[src/hdl/decodePkg.sv]
// encodings match the core's control table and the unaligned lwl/lwr/swl/swr group is not decoded
package decodePkg;

	localparam int instrWidth = 32;

	localparam logic [5:0] opSpecial = 6'b000000;
	localparam logic [5:0] opRegimm = 6'b000001;
	localparam logic [5:0] opSpecial2 = 6'b011100;
	localparam logic [5:0] opSpecial3 = 6'b011111; // seb only
	localparam logic [5:0] opAddi = 6'b001000;
	localparam logic [5:0] opAddiu = 6'b001001;
	localparam logic [5:0] opAndi = 6'b001100;
	localparam logic [5:0] opOri = 6'b001101;
	localparam logic [5:0] opXori = 6'b001110;
	localparam logic [5:0] opSlti = 6'b001010;
	localparam logic [5:0] opLui = 6'b001111;
	localparam logic [5:0] opJ = 6'b000010;
	localparam logic [5:0] opJal = 6'b000011;
	localparam logic [5:0] opBeq = 6'b000100;
	localparam logic [5:0] opBne = 6'b000101;
	localparam logic [5:0] opBlez = 6'b000110;
	localparam logic [5:0] opLb = 6'b100000;
	localparam logic [5:0] opLbu = 6'b100100;
	localparam logic [5:0] opLh = 6'b100001;
	localparam logic [5:0] opLhu = 6'b100101;
	localparam logic [5:0] opLw = 6'b100011;
	localparam logic [5:0] opSb = 6'b101000;
	localparam logic [5:0] opSh = 6'b101001;
	localparam logic [5:0] opSw = 6'b101011;

	localparam logic [5:0] fnAdd = 6'b100000;
	localparam logic [5:0] fnAddu = 6'b100001;
	localparam logic [5:0] fnSub = 6'b100010;
	localparam logic [5:0] fnSubu = 6'b100011;
	localparam logic [5:0] fnAnd = 6'b100100;
	localparam logic [5:0] fnOr = 6'b100101;
	localparam logic [5:0] fnXor = 6'b100110;
	localparam logic [5:0] fnNor = 6'b100111;
	localparam logic [5:0] fnSlt = 6'b101010;
	localparam logic [5:0] fnSltu = 6'b101011;
	localparam logic [5:0] fnSll = 6'b000000;
	localparam logic [5:0] fnSllv = 6'b000100;
	localparam logic [5:0] fnSra = 6'b000011;
	localparam logic [5:0] fnSrav = 6'b000111;
	localparam logic [5:0] fnSrl = 6'b000010; // rotr when bit 21 set
	localparam logic [5:0] fnSrlv = 6'b000110; // rotrv when bit 6 set
	localparam logic [5:0] fnClo = 6'b100001; // special2 group
	localparam logic [5:0] fnClz = 6'b100000;

	localparam logic [4:0] rtBgez = 5'b00001;
	localparam logic [4:0] rtBgezal = 5'b10001;
	localparam logic [4:0] rtBltzal = 5'b10000;

	typedef enum logic [3:0]
	{
		aluAddU = 4'd0, aluSubU = 4'd1, aluClz = 4'd2, aluClo = 4'd3, aluAnd = 4'd4,
		aluSlt = 4'd5, aluOr = 4'd6, aluSltu = 4'd7, aluNor = 4'd8, aluXor = 4'd9,
		aluSeb = 4'd10, aluAdd = 4'd14, aluSub = 4'd15
	} aluOp_t;

	typedef enum logic [3:0]
	{
		memNone = 4'd0, memWord = 4'd2, memByte = 4'd6, memByteU = 4'd7,
		memHalf = 4'd8, memHalfU = 4'd9, memStoreByte = 4'd10, memStoreHalf = 4'd11
	} memOp_t;

	typedef enum logic [2:0]
	{
		condNone = 3'd0, condNotEqual = 3'd2, condGeZero = 3'd4,
		condLtZero = 3'd5, condLeZero = 3'd6, condAlways = 3'd7
	} branchCond_t;

	typedef enum logic [1:0] {shLeft, shRightLogical, shRightArith, shRotateRight} shiftOp_t;
	typedef enum logic [1:0] {extSign, extZero, extBranch, extUpper} extendImm_t;
	typedef enum logic [1:0] {dstRd = 2'd0, dstRt = 2'd1, dstRa = 2'd2} regDst_t;
	typedef enum logic [1:0] {srcBReg = 2'd0, srcBImm = 2'd1, srcBConst = 2'd2} aluSrcB_t;
	typedef enum logic [1:0] {resLink = 2'd0, resAlu = 2'd1, resShift = 2'd2} exResultSrc_t;
	typedef enum logic [1:0] {amtShamt = 2'd0, amtReg = 2'd2} shiftAmountSel_t;

	typedef struct packed
	{
		logic regWrite;
		logic memRead;
		logic memWrite;
		memOp_t memOp;
		logic branch;
		branchCond_t condition;
		logic jump;
		aluOp_t aluOp;
		logic aluSrcA; // 1 selects the upper-immediate path
		aluSrcB_t aluSrcB;
		exResultSrc_t exResultSrc;
		regDst_t regDst;
		shiftAmountSel_t shiftAmountSel;
		shiftOp_t shiftOp;
		extendImm_t extendImm;
		logic rtRead;
		logic overflowTrap;
	} ctrlWord_t;

	localparam ctrlWord_t ctrlIdle = '0; // every field at its inactive code

endpackage
[src/hdl/instrQueueIf.sv]
// level width follows fifoDepth and every side must be built with the same depth
`timescale 1ns/1ps

interface instrQueueIf
#(
	parameter int fifoDepth = 4
);
	import decodePkg::*;

	logic pushValid;
	logic [instrWidth-1:0] pushData;
	logic full;
	logic popValid;
	logic [instrWidth-1:0] popData;
	logic popReady;
	logic [$clog2(fifoDepth + 1)-1:0] level; // words held in the queue

	modport producer (output pushValid, output pushData, input full, input level);
	modport fifo (input pushValid, input pushData, input popReady,
		output full, output popValid, output popData, output level);
	modport consumer (input popValid, input popData, output popReady);

endinterface

[src/hdl/decodeTop.sv]
// field ports mirror ctrlWord_t and wbDatO carries the level only on an acked read
`timescale 1ns/1ps

module decodeTop
#(
	parameter int fifoDepth = 4
)
(
	input logic clk,
	input logic rst,
	input logic wbCyc,
	input logic wbStb,
	input logic wbWe,
	input logic [decodePkg::instrWidth-1:0] wbDatI,
	output logic [decodePkg::instrWidth-1:0] wbDatO,
	output logic wbAck,
	output logic ctrlValid,
	input logic ctrlReady,
	output logic regWrite,
	output logic memRead,
	output logic memWrite,
	output logic [3:0] memOp,
	output logic branch,
	output logic [2:0] condition,
	output logic jump,
	output logic [3:0] aluOp,
	output logic aluSrcA,
	output logic [1:0] aluSrcB,
	output logic [1:0] exResultSrc,
	output logic [1:0] regDst,
	output logic [1:0] shiftAmountSel,
	output logic [1:0] shiftOp,
	output logic [1:0] extendImm,
	output logic rtRead,
	output logic overflowTrap
);
	import decodePkg::*;

	ctrlWord_t ctrl;

	instrQueueIf #(.fifoDepth(fifoDepth)) instrQ ();

	wbInstrPort i_wbPort (.clk(clk), .rst(rst), .wbCyc(wbCyc), .wbStb(wbStb), .wbWe(wbWe),
		.wbDatI(wbDatI), .wbDatO(wbDatO), .wbAck(wbAck), .q(instrQ));
	instrFifo #(.fifoDepth(fifoDepth)) i_fifo (.clk(clk), .rst(rst), .q(instrQ));
	ctrlDecoder i_decoder (.clk(clk), .rst(rst), .ctrlReady(ctrlReady), .q(instrQ),
		.ctrlValid(ctrlValid), .ctrl(ctrl));

	assign regWrite = ctrl.regWrite;
	assign memRead = ctrl.memRead;
	assign memWrite = ctrl.memWrite;
	assign memOp = ctrl.memOp;
	assign branch = ctrl.branch;
	assign condition = ctrl.condition;
	assign jump = ctrl.jump;
	assign aluOp = ctrl.aluOp;
	assign aluSrcA = ctrl.aluSrcA;
	assign aluSrcB = ctrl.aluSrcB;
	assign exResultSrc = ctrl.exResultSrc;
	assign regDst = ctrl.regDst;
	assign shiftAmountSel = ctrl.shiftAmountSel;
	assign shiftOp = ctrl.shiftOp;
	assign extendImm = ctrl.extendImm;
	assign rtRead = ctrl.rtRead;
	assign overflowTrap = ctrl.overflowTrap;

endmodule

[src/hdl/ctrlDecoder.sv]
// unknown encodings emit ctrlIdle and rotate selection comes from instruction bits 21 and 6
`timescale 1ns/1ps

module ctrlDecoder
(
	input logic clk,
	input logic rst,
	input logic ctrlReady,
	instrQueueIf.consumer q,
	output logic ctrlValid,
	output decodePkg::ctrlWord_t ctrl
);
	import decodePkg::*;

	logic [5:0] opField;
	logic [5:0] fnField;
	logic [4:0] rtField;
	ctrlWord_t dec;

	function automatic ctrlWord_t regOp(aluOp_t alu, logic trap, logic rtRd);
		ctrlWord_t w;
		w = ctrlIdle;
		w.regWrite = 1'b1;
		w.exResultSrc = resAlu;
		w.aluOp = alu;
		w.rtRead = rtRd;
		w.overflowTrap = trap;
		return w;
	endfunction

	function automatic ctrlWord_t shiftWord(shiftOp_t dir, shiftAmountSel_t amt);
		ctrlWord_t w;
		w = ctrlIdle;
		w.regWrite = 1'b1;
		w.exResultSrc = resShift;
		w.shiftOp = dir;
		w.shiftAmountSel = amt;
		w.extendImm = (dir == shRotateRight) ? extZero : extSign; // rotates flag extendImm too
		w.rtRead = 1'b1;
		return w;
	endfunction

	function automatic ctrlWord_t immOp(aluOp_t alu, extendImm_t ext, logic trap);
		ctrlWord_t w;
		w = regOp(alu, trap, 1'b0);
		w.aluSrcB = srcBImm;
		w.regDst = dstRt;
		w.extendImm = ext;
		return w;
	endfunction

	function automatic ctrlWord_t memAccess(memOp_t m, logic load, logic subWord);
		ctrlWord_t w;
		w = ctrlIdle;
		w.regWrite = load;
		w.memRead = load;
		w.memWrite = !load;
		w.memOp = m;
		w.exResultSrc = resAlu;
		w.aluSrcB = srcBImm;
		w.regDst = dstRt;
		w.shiftOp = (load && subWord) ? shRightArith : shLeft; // sub-word loads align
		w.rtRead = !load && subWord;
		return w;
	endfunction

	function automatic ctrlWord_t branchOp(branchCond_t c, aluSrcB_t b, aluOp_t alu, logic trap);
		ctrlWord_t w;
		w = ctrlIdle;
		w.branch = 1'b1;
		w.condition = c;
		w.aluSrcB = b;
		w.aluOp = alu;
		w.extendImm = extBranch;
		w.overflowTrap = trap;
		return w;
	endfunction

	assign opField = q.popData[31:26];
	assign fnField = q.popData[5:0];
	assign rtField = q.popData[20:16];

	always_comb
	begin
		dec = ctrlIdle;
		case (opField)
			opSpecial:
				case (fnField)
					fnAdd: dec = regOp(aluAdd, 1'b1, 1'b1);
					fnAddu: dec = regOp(aluAdd, 1'b0, 1'b1); // same adder, no trap
					fnSub: dec = regOp(aluSub, 1'b1, 1'b1);
					fnSubu: dec = regOp(aluSubU, 1'b0, 1'b1);
					fnAnd: dec = regOp(aluAnd, 1'b0, 1'b1);
					fnOr: dec = regOp(aluOr, 1'b0, 1'b1);
					fnXor: dec = regOp(aluXor, 1'b0, 1'b1);
					fnNor: dec = regOp(aluNor, 1'b0, 1'b1);
					fnSlt: dec = regOp(aluSlt, 1'b1, 1'b1);
					fnSltu: dec = regOp(aluSltu, 1'b0, 1'b1);
					fnSll: dec = shiftWord(shLeft, amtShamt);
					fnSllv: dec = shiftWord(shLeft, amtReg);
					fnSra: dec = shiftWord(shRightArith, amtShamt);
					fnSrav: dec = shiftWord(shRightArith, amtReg);
					fnSrl: dec = shiftWord(q.popData[21] ? shRotateRight : shRightLogical, amtShamt);
					fnSrlv: dec = shiftWord(q.popData[6] ? shRotateRight : shRightLogical, amtReg);
					default: dec = ctrlIdle;
				endcase
			opSpecial2:
				case (fnField)
					fnClo: dec = regOp(aluClo, 1'b0, 1'b0);
					fnClz: dec = regOp(aluClz, 1'b0, 1'b0);
					default: dec = ctrlIdle;
				endcase
			opSpecial3: dec = regOp(aluSeb, 1'b0, 1'b1);
			opRegimm:
				if (rtField inside {rtBgez, rtBgezal, rtBltzal})
				begin
					dec = branchOp(rtField == rtBltzal ? condLtZero : condGeZero, srcBConst,
						aluSubU, 1'b1);
					dec.regDst = dstRa;
					dec.regWrite = rtField != rtBgez; // link variants
				end
			opAddi: dec = immOp(aluAdd, extSign, 1'b1);
			opAddiu: dec = immOp(aluAddU, extZero, 1'b0);
			opAndi: dec = immOp(aluAnd, extZero, 1'b0);
			opOri: dec = immOp(aluOr, extZero, 1'b0);
			opXori: dec = immOp(aluXor, extZero, 1'b0);
			opSlti: dec = immOp(aluSlt, extSign, 1'b0);
			opLui:
			begin
				dec = immOp(aluAddU, extUpper, 1'b0);
				dec.aluSrcA = 1'b1;
			end
			opJ: dec.jump = 1'b1;
			opJal:
			begin
				dec = branchOp(condAlways, srcBConst, aluAddU, 1'b0);
				dec.regWrite = 1'b1;
				dec.regDst = dstRa;
			end
			opBeq:
			begin
				dec = branchOp(condAlways, srcBImm, aluAddU, 1'b0);
				dec.exResultSrc = resAlu;
			end
			opBne:
			begin
				dec = branchOp(condNotEqual, srcBReg, aluSubU, 1'b1);
				dec.rtRead = 1'b1;
			end
			opBlez: dec = branchOp(condLeZero, srcBConst, aluSubU, 1'b1);
			opLb: dec = memAccess(memByte, 1'b1, 1'b1);
			opLbu: dec = memAccess(memByteU, 1'b1, 1'b1);
			opLh: dec = memAccess(memHalf, 1'b1, 1'b1);
			opLhu: dec = memAccess(memHalfU, 1'b1, 1'b1);
			opLw: dec = memAccess(memWord, 1'b1, 1'b0);
			opSb: dec = memAccess(memStoreByte, 1'b0, 1'b1);
			opSh: dec = memAccess(memStoreHalf, 1'b0, 1'b1);
			opSw: dec = memAccess(memNone, 1'b0, 1'b0); // full word store needs no memOp
			default: dec = ctrlIdle;
		endcase
	end

	assign q.popReady = !ctrlValid || ctrlReady; // output register empty or draining

	always_ff @(posedge clk)
	begin
		if (rst)
			ctrlValid <= 1'b0;
		else if (q.popReady)
			ctrlValid <= q.popValid;
	end

	always_ff @(posedge clk)
	begin
		if (q.popReady && q.popValid)
			ctrl <= dec;
	end

	assert property (@(posedge clk) disable iff (rst)
		ctrlValid && !ctrlReady |=> ctrlValid && $stable(ctrl))
		else $error("control word changed while stalled");

endmodule

[src/hdl/instrFifo.sv]
// fifoDepth must be a power of two no smaller than 2
`timescale 1ns/1ps

module instrFifo
#(
	parameter int fifoDepth = 4
)
(
	input logic clk,
	input logic rst,
	instrQueueIf.fifo q
);
	import decodePkg::*;

	localparam int ptrWidth = $clog2(fifoDepth);
	localparam int levelWidth = $clog2(fifoDepth + 1);

	logic [instrWidth-1:0] mem [fifoDepth];
	logic [ptrWidth-1:0] wrPtr;
	logic [ptrWidth-1:0] rdPtr;
	logic push;
	logic pop;

	assign push = q.pushValid && !q.full;
	assign pop = q.popValid && q.popReady;
	assign q.full = q.level == levelWidth'(fifoDepth);
	assign q.popValid = q.level != '0;
	assign q.popData = mem[rdPtr]; // head word, one cycle after its push

	always_ff @(posedge clk)
	begin
		if (rst)
		begin
			wrPtr <= '0;
			rdPtr <= '0;
			q.level <= '0;
		end
		else
		begin
			if (push)
				wrPtr <= wrPtr + 1'b1; // wraps at the power-of-two depth
			if (pop)
				rdPtr <= rdPtr + 1'b1;
			case ({push, pop})
				2'b10: q.level <= q.level + 1'b1;
				2'b01: q.level <= q.level - 1'b1;
				default: q.level <= q.level;
			endcase
		end
	end

	always_ff @(posedge clk)
	begin
		if (push)
			mem[wrPtr] <= q.pushData;
	end

	// producer has already acked the word, so a full queue would drop it
	assert property (@(posedge clk) disable iff (rst) q.pushValid |-> !q.full)
		else $error("push offered while queue full");
	assert property (@(posedge clk) disable iff (rst)
		pop |-> rdPtr != wrPtr || q.full)
		else $error("pop from an empty queue");

endmodule

[src/hdl/wbInstrPort.sv]
// address lines are not decoded and there is no err or rty, reads return the queue level
`timescale 1ns/1ps

module wbInstrPort
(
	input logic clk,
	input logic rst,
	input logic wbCyc,
	input logic wbStb,
	input logic wbWe,
	input logic [decodePkg::instrWidth-1:0] wbDatI,
	output logic [decodePkg::instrWidth-1:0] wbDatO,
	output logic wbAck,
	instrQueueIf.producer q
);
	import decodePkg::*;

	logic writeReq;
	logic readReq;

	assign writeReq = wbCyc && wbStb && wbWe && !q.full && !wbAck; // stall while full
	assign readReq = wbCyc && wbStb && !wbWe && !wbAck;

	always_ff @(posedge clk)
	begin
		if (rst)
		begin
			wbAck <= 1'b0;
			q.pushValid <= 1'b0;
		end
		else
		begin
			wbAck <= writeReq || readReq; // ack high forces a gap cycle
			q.pushValid <= writeReq;
		end
	end

	always_ff @(posedge clk)
	begin
		if (writeReq)
			q.pushData <= wbDatI;
		if (readReq)
			wbDatO <= instrWidth'(q.level);
	end

	assert property (@(posedge clk) disable iff (rst) wbAck |-> wbCyc && wbStb)
		else $error("wbAck without an open cycle");

endmodule

[config.mk]
export PLATFORM = sky130hd
export DESIGN_NAME = decodeTop
export DESIGN_NICKNAME = d
export VERILOG_FILES = /design/src/hdl/decodePkg.sv /design/src/hdl/instrQueueIf.sv /design/src/hdl/decodeTop.sv /design/src/hdl/ctrlDecoder.sv /design/src/hdl/instrFifo.sv /design/src/hdl/wbInstrPort.sv
export SDC_FILE = /design/constraint.sdc
export NUM_CORES = 1
export LEC_CHECK = 0
export BUFFER_PORTS_ARGS = -buffer_cell sky130_fd_sc_hd__buf_4
export CORE_MARGIN = 1
export CORE_UTILIZATION = 55
export CTS_BUF_LIST = sky130_fd_sc_hd__clkbuf_4
export DETAILED_ROUTE_END_ITERATION = 7
export GPL_ROUTABILITY_DRIVEN = 0
export PLACE_DENSITY_LB_ADDON = 0.3
export REMOVE_ABC_BUFFERS = 1
export SYNTH_ARGS = -nofsm -noshare
export SYNTH_HDL_FRONTEND = slang
export SYNTH_SLANG_ARGS = --single-unit
export TNS_END_PERCENT = 100
[constraint.sdc]
create_clock -name clk -period 5.41 [get_ports clk]
set_input_delay 0.541 -clock clk [delete_from_list [all_inputs] [get_ports clk]]
set_output_delay 0.541 -clock clk [all_outputs]
set_load 0.02 [all_outputs]
**Yosys cells after proc, flatten, opt, wreduce, memory -nomap -nowiden**

Memories as Yosys holds them, arrays and structs flattened. A register that Yosys moved wholly into a read port is not among the register bits.
Index checks and enable logic that the tools add are counted.

- Equal/unequal tests: 47
- Reductions and logical operators: 23
- Mux-type cells: 16
- $add $sub $neg: 4

Operators by type and width:

| kind | number |
|---|---|
| $pmux 31 s16 | 1 |
| $pmux 19 s18 | 1 |
| $pmux 11 s16 | 1 |
| $eq 6x6->1 const B | 18 |
| $pmux 31 s2 | 1 |
| $eq 6x4->1 const B | 7 |
| $eq 6x3->1 const B | 6 |
| $mux 31 | 1 |
| $eq 6x2->1 const B | 4 |
| $eq 6x5->1 const B | 2 |
| $logic_not 6->1 | 2 |
| $eq 5x5->1 const B | 2 |
| $logic_and 1x1->1 | 8 |
| $mux 2 | 4 |
| $reduce_or 8->1 | 1 |
| $eq 2x2->1 const B | 3 |
| $eq 6x1->1 const B | 1 |
| $pmux 3 s2 | 1 |
| $reduce_bool 3->1 | 2 |
| $eq 5x1->1 const B | 1 |
| $mux 1 | 5 |
| $ne 5x1->1 const B | 1 |
| $add 2x1->2 const B | 2 |
| $logic_not 1->1 | 4 |
| other kinds (9) | 11 |

- Output and inout bits: 65
- Flip-flop bits (word level): 76
- Memories kept: 1
- Bits in writable memories: 128

Memories:

| name | depth | width | read ports | clocked after Yosys merged registers in | wr ports | RTL line | text |
|---|---|---|---|---|---|---|---|
| i_fifo.mem | 4 | 32 | 1 | 1 | 1 | instrFifo.sv:18 | `logic [instrWidth-1:0] mem [fifoDepth];` |

**Longest topological paths before layout**

- Depth in word-level cells: 5
- Depth in mapped cells: 9
- Mapped depth without buffers: 9

**Modules after synthesis**

From an unflattened synthesis, not the netlist that was laid out.

- Cells, all modules: 475
- Area total of the unflattened synthesis: 8,301.7 um2

Modules (own cells, without submodules):

| module | cells each | instances | area each (um2) | sequential area each (um2) |
|---|---|---|---|---|
| instrFifo | 219 | 1 | 5,133.7 | 4,023.9 |
| ctrlDecoder | 183 | 1 | 1,799.2 | 920.9 |
| wbInstrPort | 73 | 1 | 1,368.8 | 1,091.0 |

**Worst setup path before layout**

Ideal clock, no wire load.

- Path kind: input-to-reg
- Start point: input port ctrlReady
- End point: register i_fifo.q.level[2]
- Slack: 1,713 ps
- Data arrival time: 3,626 ps
- Setup time: 71 ps
- Stages on the path: 8
- Cells stage by stage: inv_1 a21oi_1 ha_1 inv_1 fa_1 xor2_1 or3_1 a21oi_1

- Word-level cells in the longest chain between the ends: 4
- Elaborated cells between the ends (all ways): 6
- Classes of those cells: eq/ne: 2; mux: 1; reduce/logical: 3

Ends and longest elaborated chain:

| element | RTL line | text |
|---|---|---|
| start: declaration | decodeTop.sv:18 | `input logic ctrlReady,` |
| $logic_or 1x1->1 * | ctrlDecoder.sv:163 | `assign q.popReady = !ctrlValid \|\| ctrlReady;` |
| $logic_and 1x1->1 * | instrFifo.sv:25 | `assign pop = q.popValid && q.popReady;` |
| net i_fifo.pop | instrFifo.sv:22 | `logic pop;` |
| $eq 2x1->1 / $eq 2x2->1 (equally long branches) | instrFifo.sv:44 | `case ({push, pop})` |
| $pmux 3 s2 / $reduce_bool 2->1 (equally long branches) | - |  |
| end signal: assignment | instrFifo.sv:45 | `2'b10: q.level <= q.level + 1'b1;` |
| end signal: assignment | instrFifo.sv:46 | `2'b01: q.level <= q.level - 1'b1;` |
| end signal: assignment | instrFifo.sv:47 | `default: q.level <= q.level;` |
| end: declaration | instrQueueIf.sv:20 | `output full, output popValid, output popData, output level);` |

The timed path passes the listed nets; every way through them passes the cells marked *.
A chain may end at the register's enable or synchronous reset.

==> summary.txt <==
GRT
  – Initial antenna violation count: 0
  – Pin count of the biggest net entering global routing: 34
  – Vias in the first global route: 3113
  – Total global routing overflow: 0
  – First-pass GRT wire length: 14500 um
  – GRT Util Overall: 0.179

Die
  – Initial Util: 0.567
  – Die width: 105 um
  – Core area: 10300 sq um
  – Total die area: 11000 sq um
  – DIE HEIGHT: 105 um
  – Rows: 37
  – I/O Pins: 103

Worst setup path
  – R2R depth: 6
  – CP required: 5.77 ns
  – CP Capture Point: i_decoder.ctrl[16]
  – Crit-path max FO: 18
  – R2R Setup Slk: 2.02 ns
  – CP Class: flip-flop to flip-flop
  – Worst path arrival time: 3.75 ns
  – Worst Setup End Kind: flip-flop
  – Capture point of the worst reg-to-reg path: i_decoder.ctrl[16]
  – Startpoint types: flip-flop

Logic synthesis
  – Post-synth top area share: 0.660
  – Predominant post-synthesis flop cell: edfxtp_1
  – Average size of a mapped cell: 15.4 sq um
  – Yosys cell types: 55
  – Yosys warns: 0
  – Sequential share of the synthesized area: 0.701
  – Post-synth ARST share: 0
  – Leading area contributor after synthesis: edfxtp_1
  – #FFs+latches synth: 140
  – Netlist Area Pre-Place: 5820 sq um
  – EDFF count, synth: 128
  – Synth Instances: 377
  – Synth area leaders: edfxtp_1 (66%), mux4_2 (6.2%), dfxtp_1 (4.1%)

Clock tree
  – Clk Latency, worst-skew pair: 0.52 ns
  – Clk Tree Root Cell: clkbuf_4
  – Post-CTS Hold Fix Bufs: 0
  – Clock buffer count from CTS: 17
  – CTS tree: built
  – Post-cts sizing count: 0
  – Clock sinks: 140
  – Clock Pin Slew Worst Setup and Hold Paths: 0.12 ns
  – Clk buf depth: 2
  – H-Tree Depth: 4
  – Setup bufs post-CTS: 0

Timing
  – Setup TNS: 0 ns
  – Max Transition Viols Final: 0
  – Clock skew: 0.0158 ns
  – Fmax: 295 MHz
  – Finish-stage setup viols: 0
  – Tmin final: 3.39 ns
  – Max-slew headroom: 0.328
  – RSZ-0062 raised after global routing: false
  – Final hold violation count: 0
  – Tcrit/Tclk final: 0.627
  – Worst hold slack: 0.191 ns
  – Worst slew pin tran: 1.01 ns

Power and ir drop
  – Pwr Density: 448 nW/um^2
  – VDD IR-drop max: 0.232 mV
  – P_leak: 2.33 nW
  – Seq pwr share: 0.492
  – Comb pwr share: 0.284
  – Switching Power: 0.924 mW
  – Switching portion of total power: 0.314
  – Internal power: 2.02 mW
  – Clock Power Share: 0.224

Cells and area
  – Layout area overhead: 12.8%
  – Final Util: 0.640
  – Net count reported at finish: 488
  – Final instance area: 6570 sq um
  – Ratio of cells with drive above 1 in the final layout: 0.265
  – Antenna diodes: 0

Run
  – Max-cap violation count: 0

Placement
  – Post-detail-place hpwl: 5900 um
  – Post-DP Area: 6290 sq um
  – IO buf count: 59

Routing
  – Post-route ant nets: 0
  – WL/cell: 15.3 um
  – # DRC: 0
  – Vias: 3157
  – First-pass DRT Iterations: 4
  – Routed WL: 9050 um
  – Initial detailed-routing violation count: 226
  – Vias per Instance: 5.33

Worst hold path
  – Worst Hold Class: input pin to flip-flop

Status
  – Status: finished, final reports clean
[Yosys cell counts, types with 4 or more instances]
| cell | count |
|---|---|
| mux4_2 | 16 |
| nor2b_1 | 6 |
| o21ai_0 | 10 |
| buf_4 | 31 |
| a22oi_1 | 4 |
| ha_1 | 5 |
| clkbuf_1 | 7 |
| a21oi_1 | 12 |
| nor3_1 | 4 |
| dfxtp_1 | 12 |
| and3_1 | 4 |
| edfxtp_1 | 128 |
| inv_1 | 12 |
| nand2b_1 | 11 |
| nand4_1 | 4 |
| nor2_1 | 30 |
| nand2_1 | 20 |
| o211ai_1 | 4 |
[sequential cells by signal, indices dropped and copies added (netlist names), named ones only]
signal	flops
i_wbPort.q.pushValid	1
i_fifo.rdPtr	2
i_wbPort.wbDatO	3
i_wbPort.q.pushData	19
i_fifo.q.level	3
i_decoder.ctrl	30
i_fifo.wrPtr	2
i_fifo.mem	76
i_wbPort.wbAck	1
i_decoder.ctrlValid	1
[area by class of cell]
class	instances	area, sq um
fill	738	3700
timing repair buffer	61	458
clock buffer	18	135
sequential	140	4080
clock inverter	13	151
multi-input combinational	212	1530
inverter	12	45.0
tap	136	170
[how the worst min path moves through the flow]
| stage | from | endpoint | slack, ns | depth (start not counted) |
|---|---|---|---|---|
| 2_1_floorplan | i_wbPort.q.pushData[0] | i_fifo.mem[0][0] | 0.46 | 0 |
| 3_3_place_gp | i_wbPort.q.pushData[2] | i_fifo.mem[2][2] | 0.46 | 0 |
| 3_5_place_dp | i_wbPort.q.pushData[5] | i_fifo.mem[1][5] | 0.48 | 0 |
| 4_1_cts | wbDatI[4] | i_wbPort.q.pushData[4] | 0.14 | 1 |
| 5_1_grt | wbDatI[29] | i_wbPort.q.pushData[29] | 0.12 | 1 |
| 6_report | wbDatI[6] | i_wbPort.q.pushData[6] | 0.19 | 1 |
[power groups by stage]
stage	registers (mW)	logic, mW	clock network [mW]
3_5_place_dp	1.48	0.835	0
4_1_cts	1.46	0.839	0.681
3_3_place_gp	1.47	0.823	0
5_1_grt	1.47	0.897	0.722
6_report	1.45	0.836	0.660
2_1_floorplan	1.63	0.383	0
[per-stage QoR]
stage / worst slack (ns) / std cells / power [mW]
floorplan: 1.71 / 364 / 2.01
global placement: 2.02 / 561 / 2.30
detailed placement: 2.04 / 561 / 2.32
CTS: 1.98 / 592 / 2.97
global route: 1.71 / 592 / 3.09
finish: 2.02 / 592 / 2.95
[kinds of logic after synthesis]
logic type | Yosys count | share of synthesized area
buffers and inverters | 54 | 0.0578
AOI/OAI and AO/OA | 50 | 0.0580
muxes | 17 | 0.0638
other | 1 | 0.000644
and+or+nand+nor | 103 | 0.0954
xor gates and xnor gates | 6 | 0.00902
DFF | 140 | 0.701
adders and majority gates | 6 | 0.0142
[worst max-delay path, stage by stage (launching register included)]
cell	delay, ns
dfxtp_1	0.94
buf_4	0.29
mux4_2	0.69
or4_4	0.66
a211oi_4	0.33
o311ai_1	0.18
o211ai_1	0.12
[routing by layer]
layer	GRT usage	vias to the layer above	wire length [um]
li1	-	1510	-
met1	0.213	1494	3820
met2	0.287	138	4470
met3	0.0611	15	588
met4	0.0976	0	172
met5	0	-	0
[cells in the final DEF (no fill, tap or decap), types with 3 or more instances in the layout]
cell       netlist  layout
a21oi_1         12      11
a22oi_1          4       4
and3_1           4       4
buf_4           31      61
bufinv_16        0       3
clkbuf_4         0      18
clkinv_2         0       5
conb_1           1      30
dfxtp_1         12      12
edfxtp_1       128     128
ha_1             5       5
inv_1           12      12
mux4_2          16      16
nand2_1         20      20
nand2b_1        11      11
nand3_1          3       3
nand3b_1         3       3
nand4_1          4       4
nor2_1          30      30
nor2b_1          6       6
nor3_1           4       4
nor4_1           3       3
o211ai_1         4       4
o21ai_0         10      10
or2_2            3       3
xnor2_1          3       3
xor2_1           3       3
Note: power is estimated with default switching activity, not from simulation.
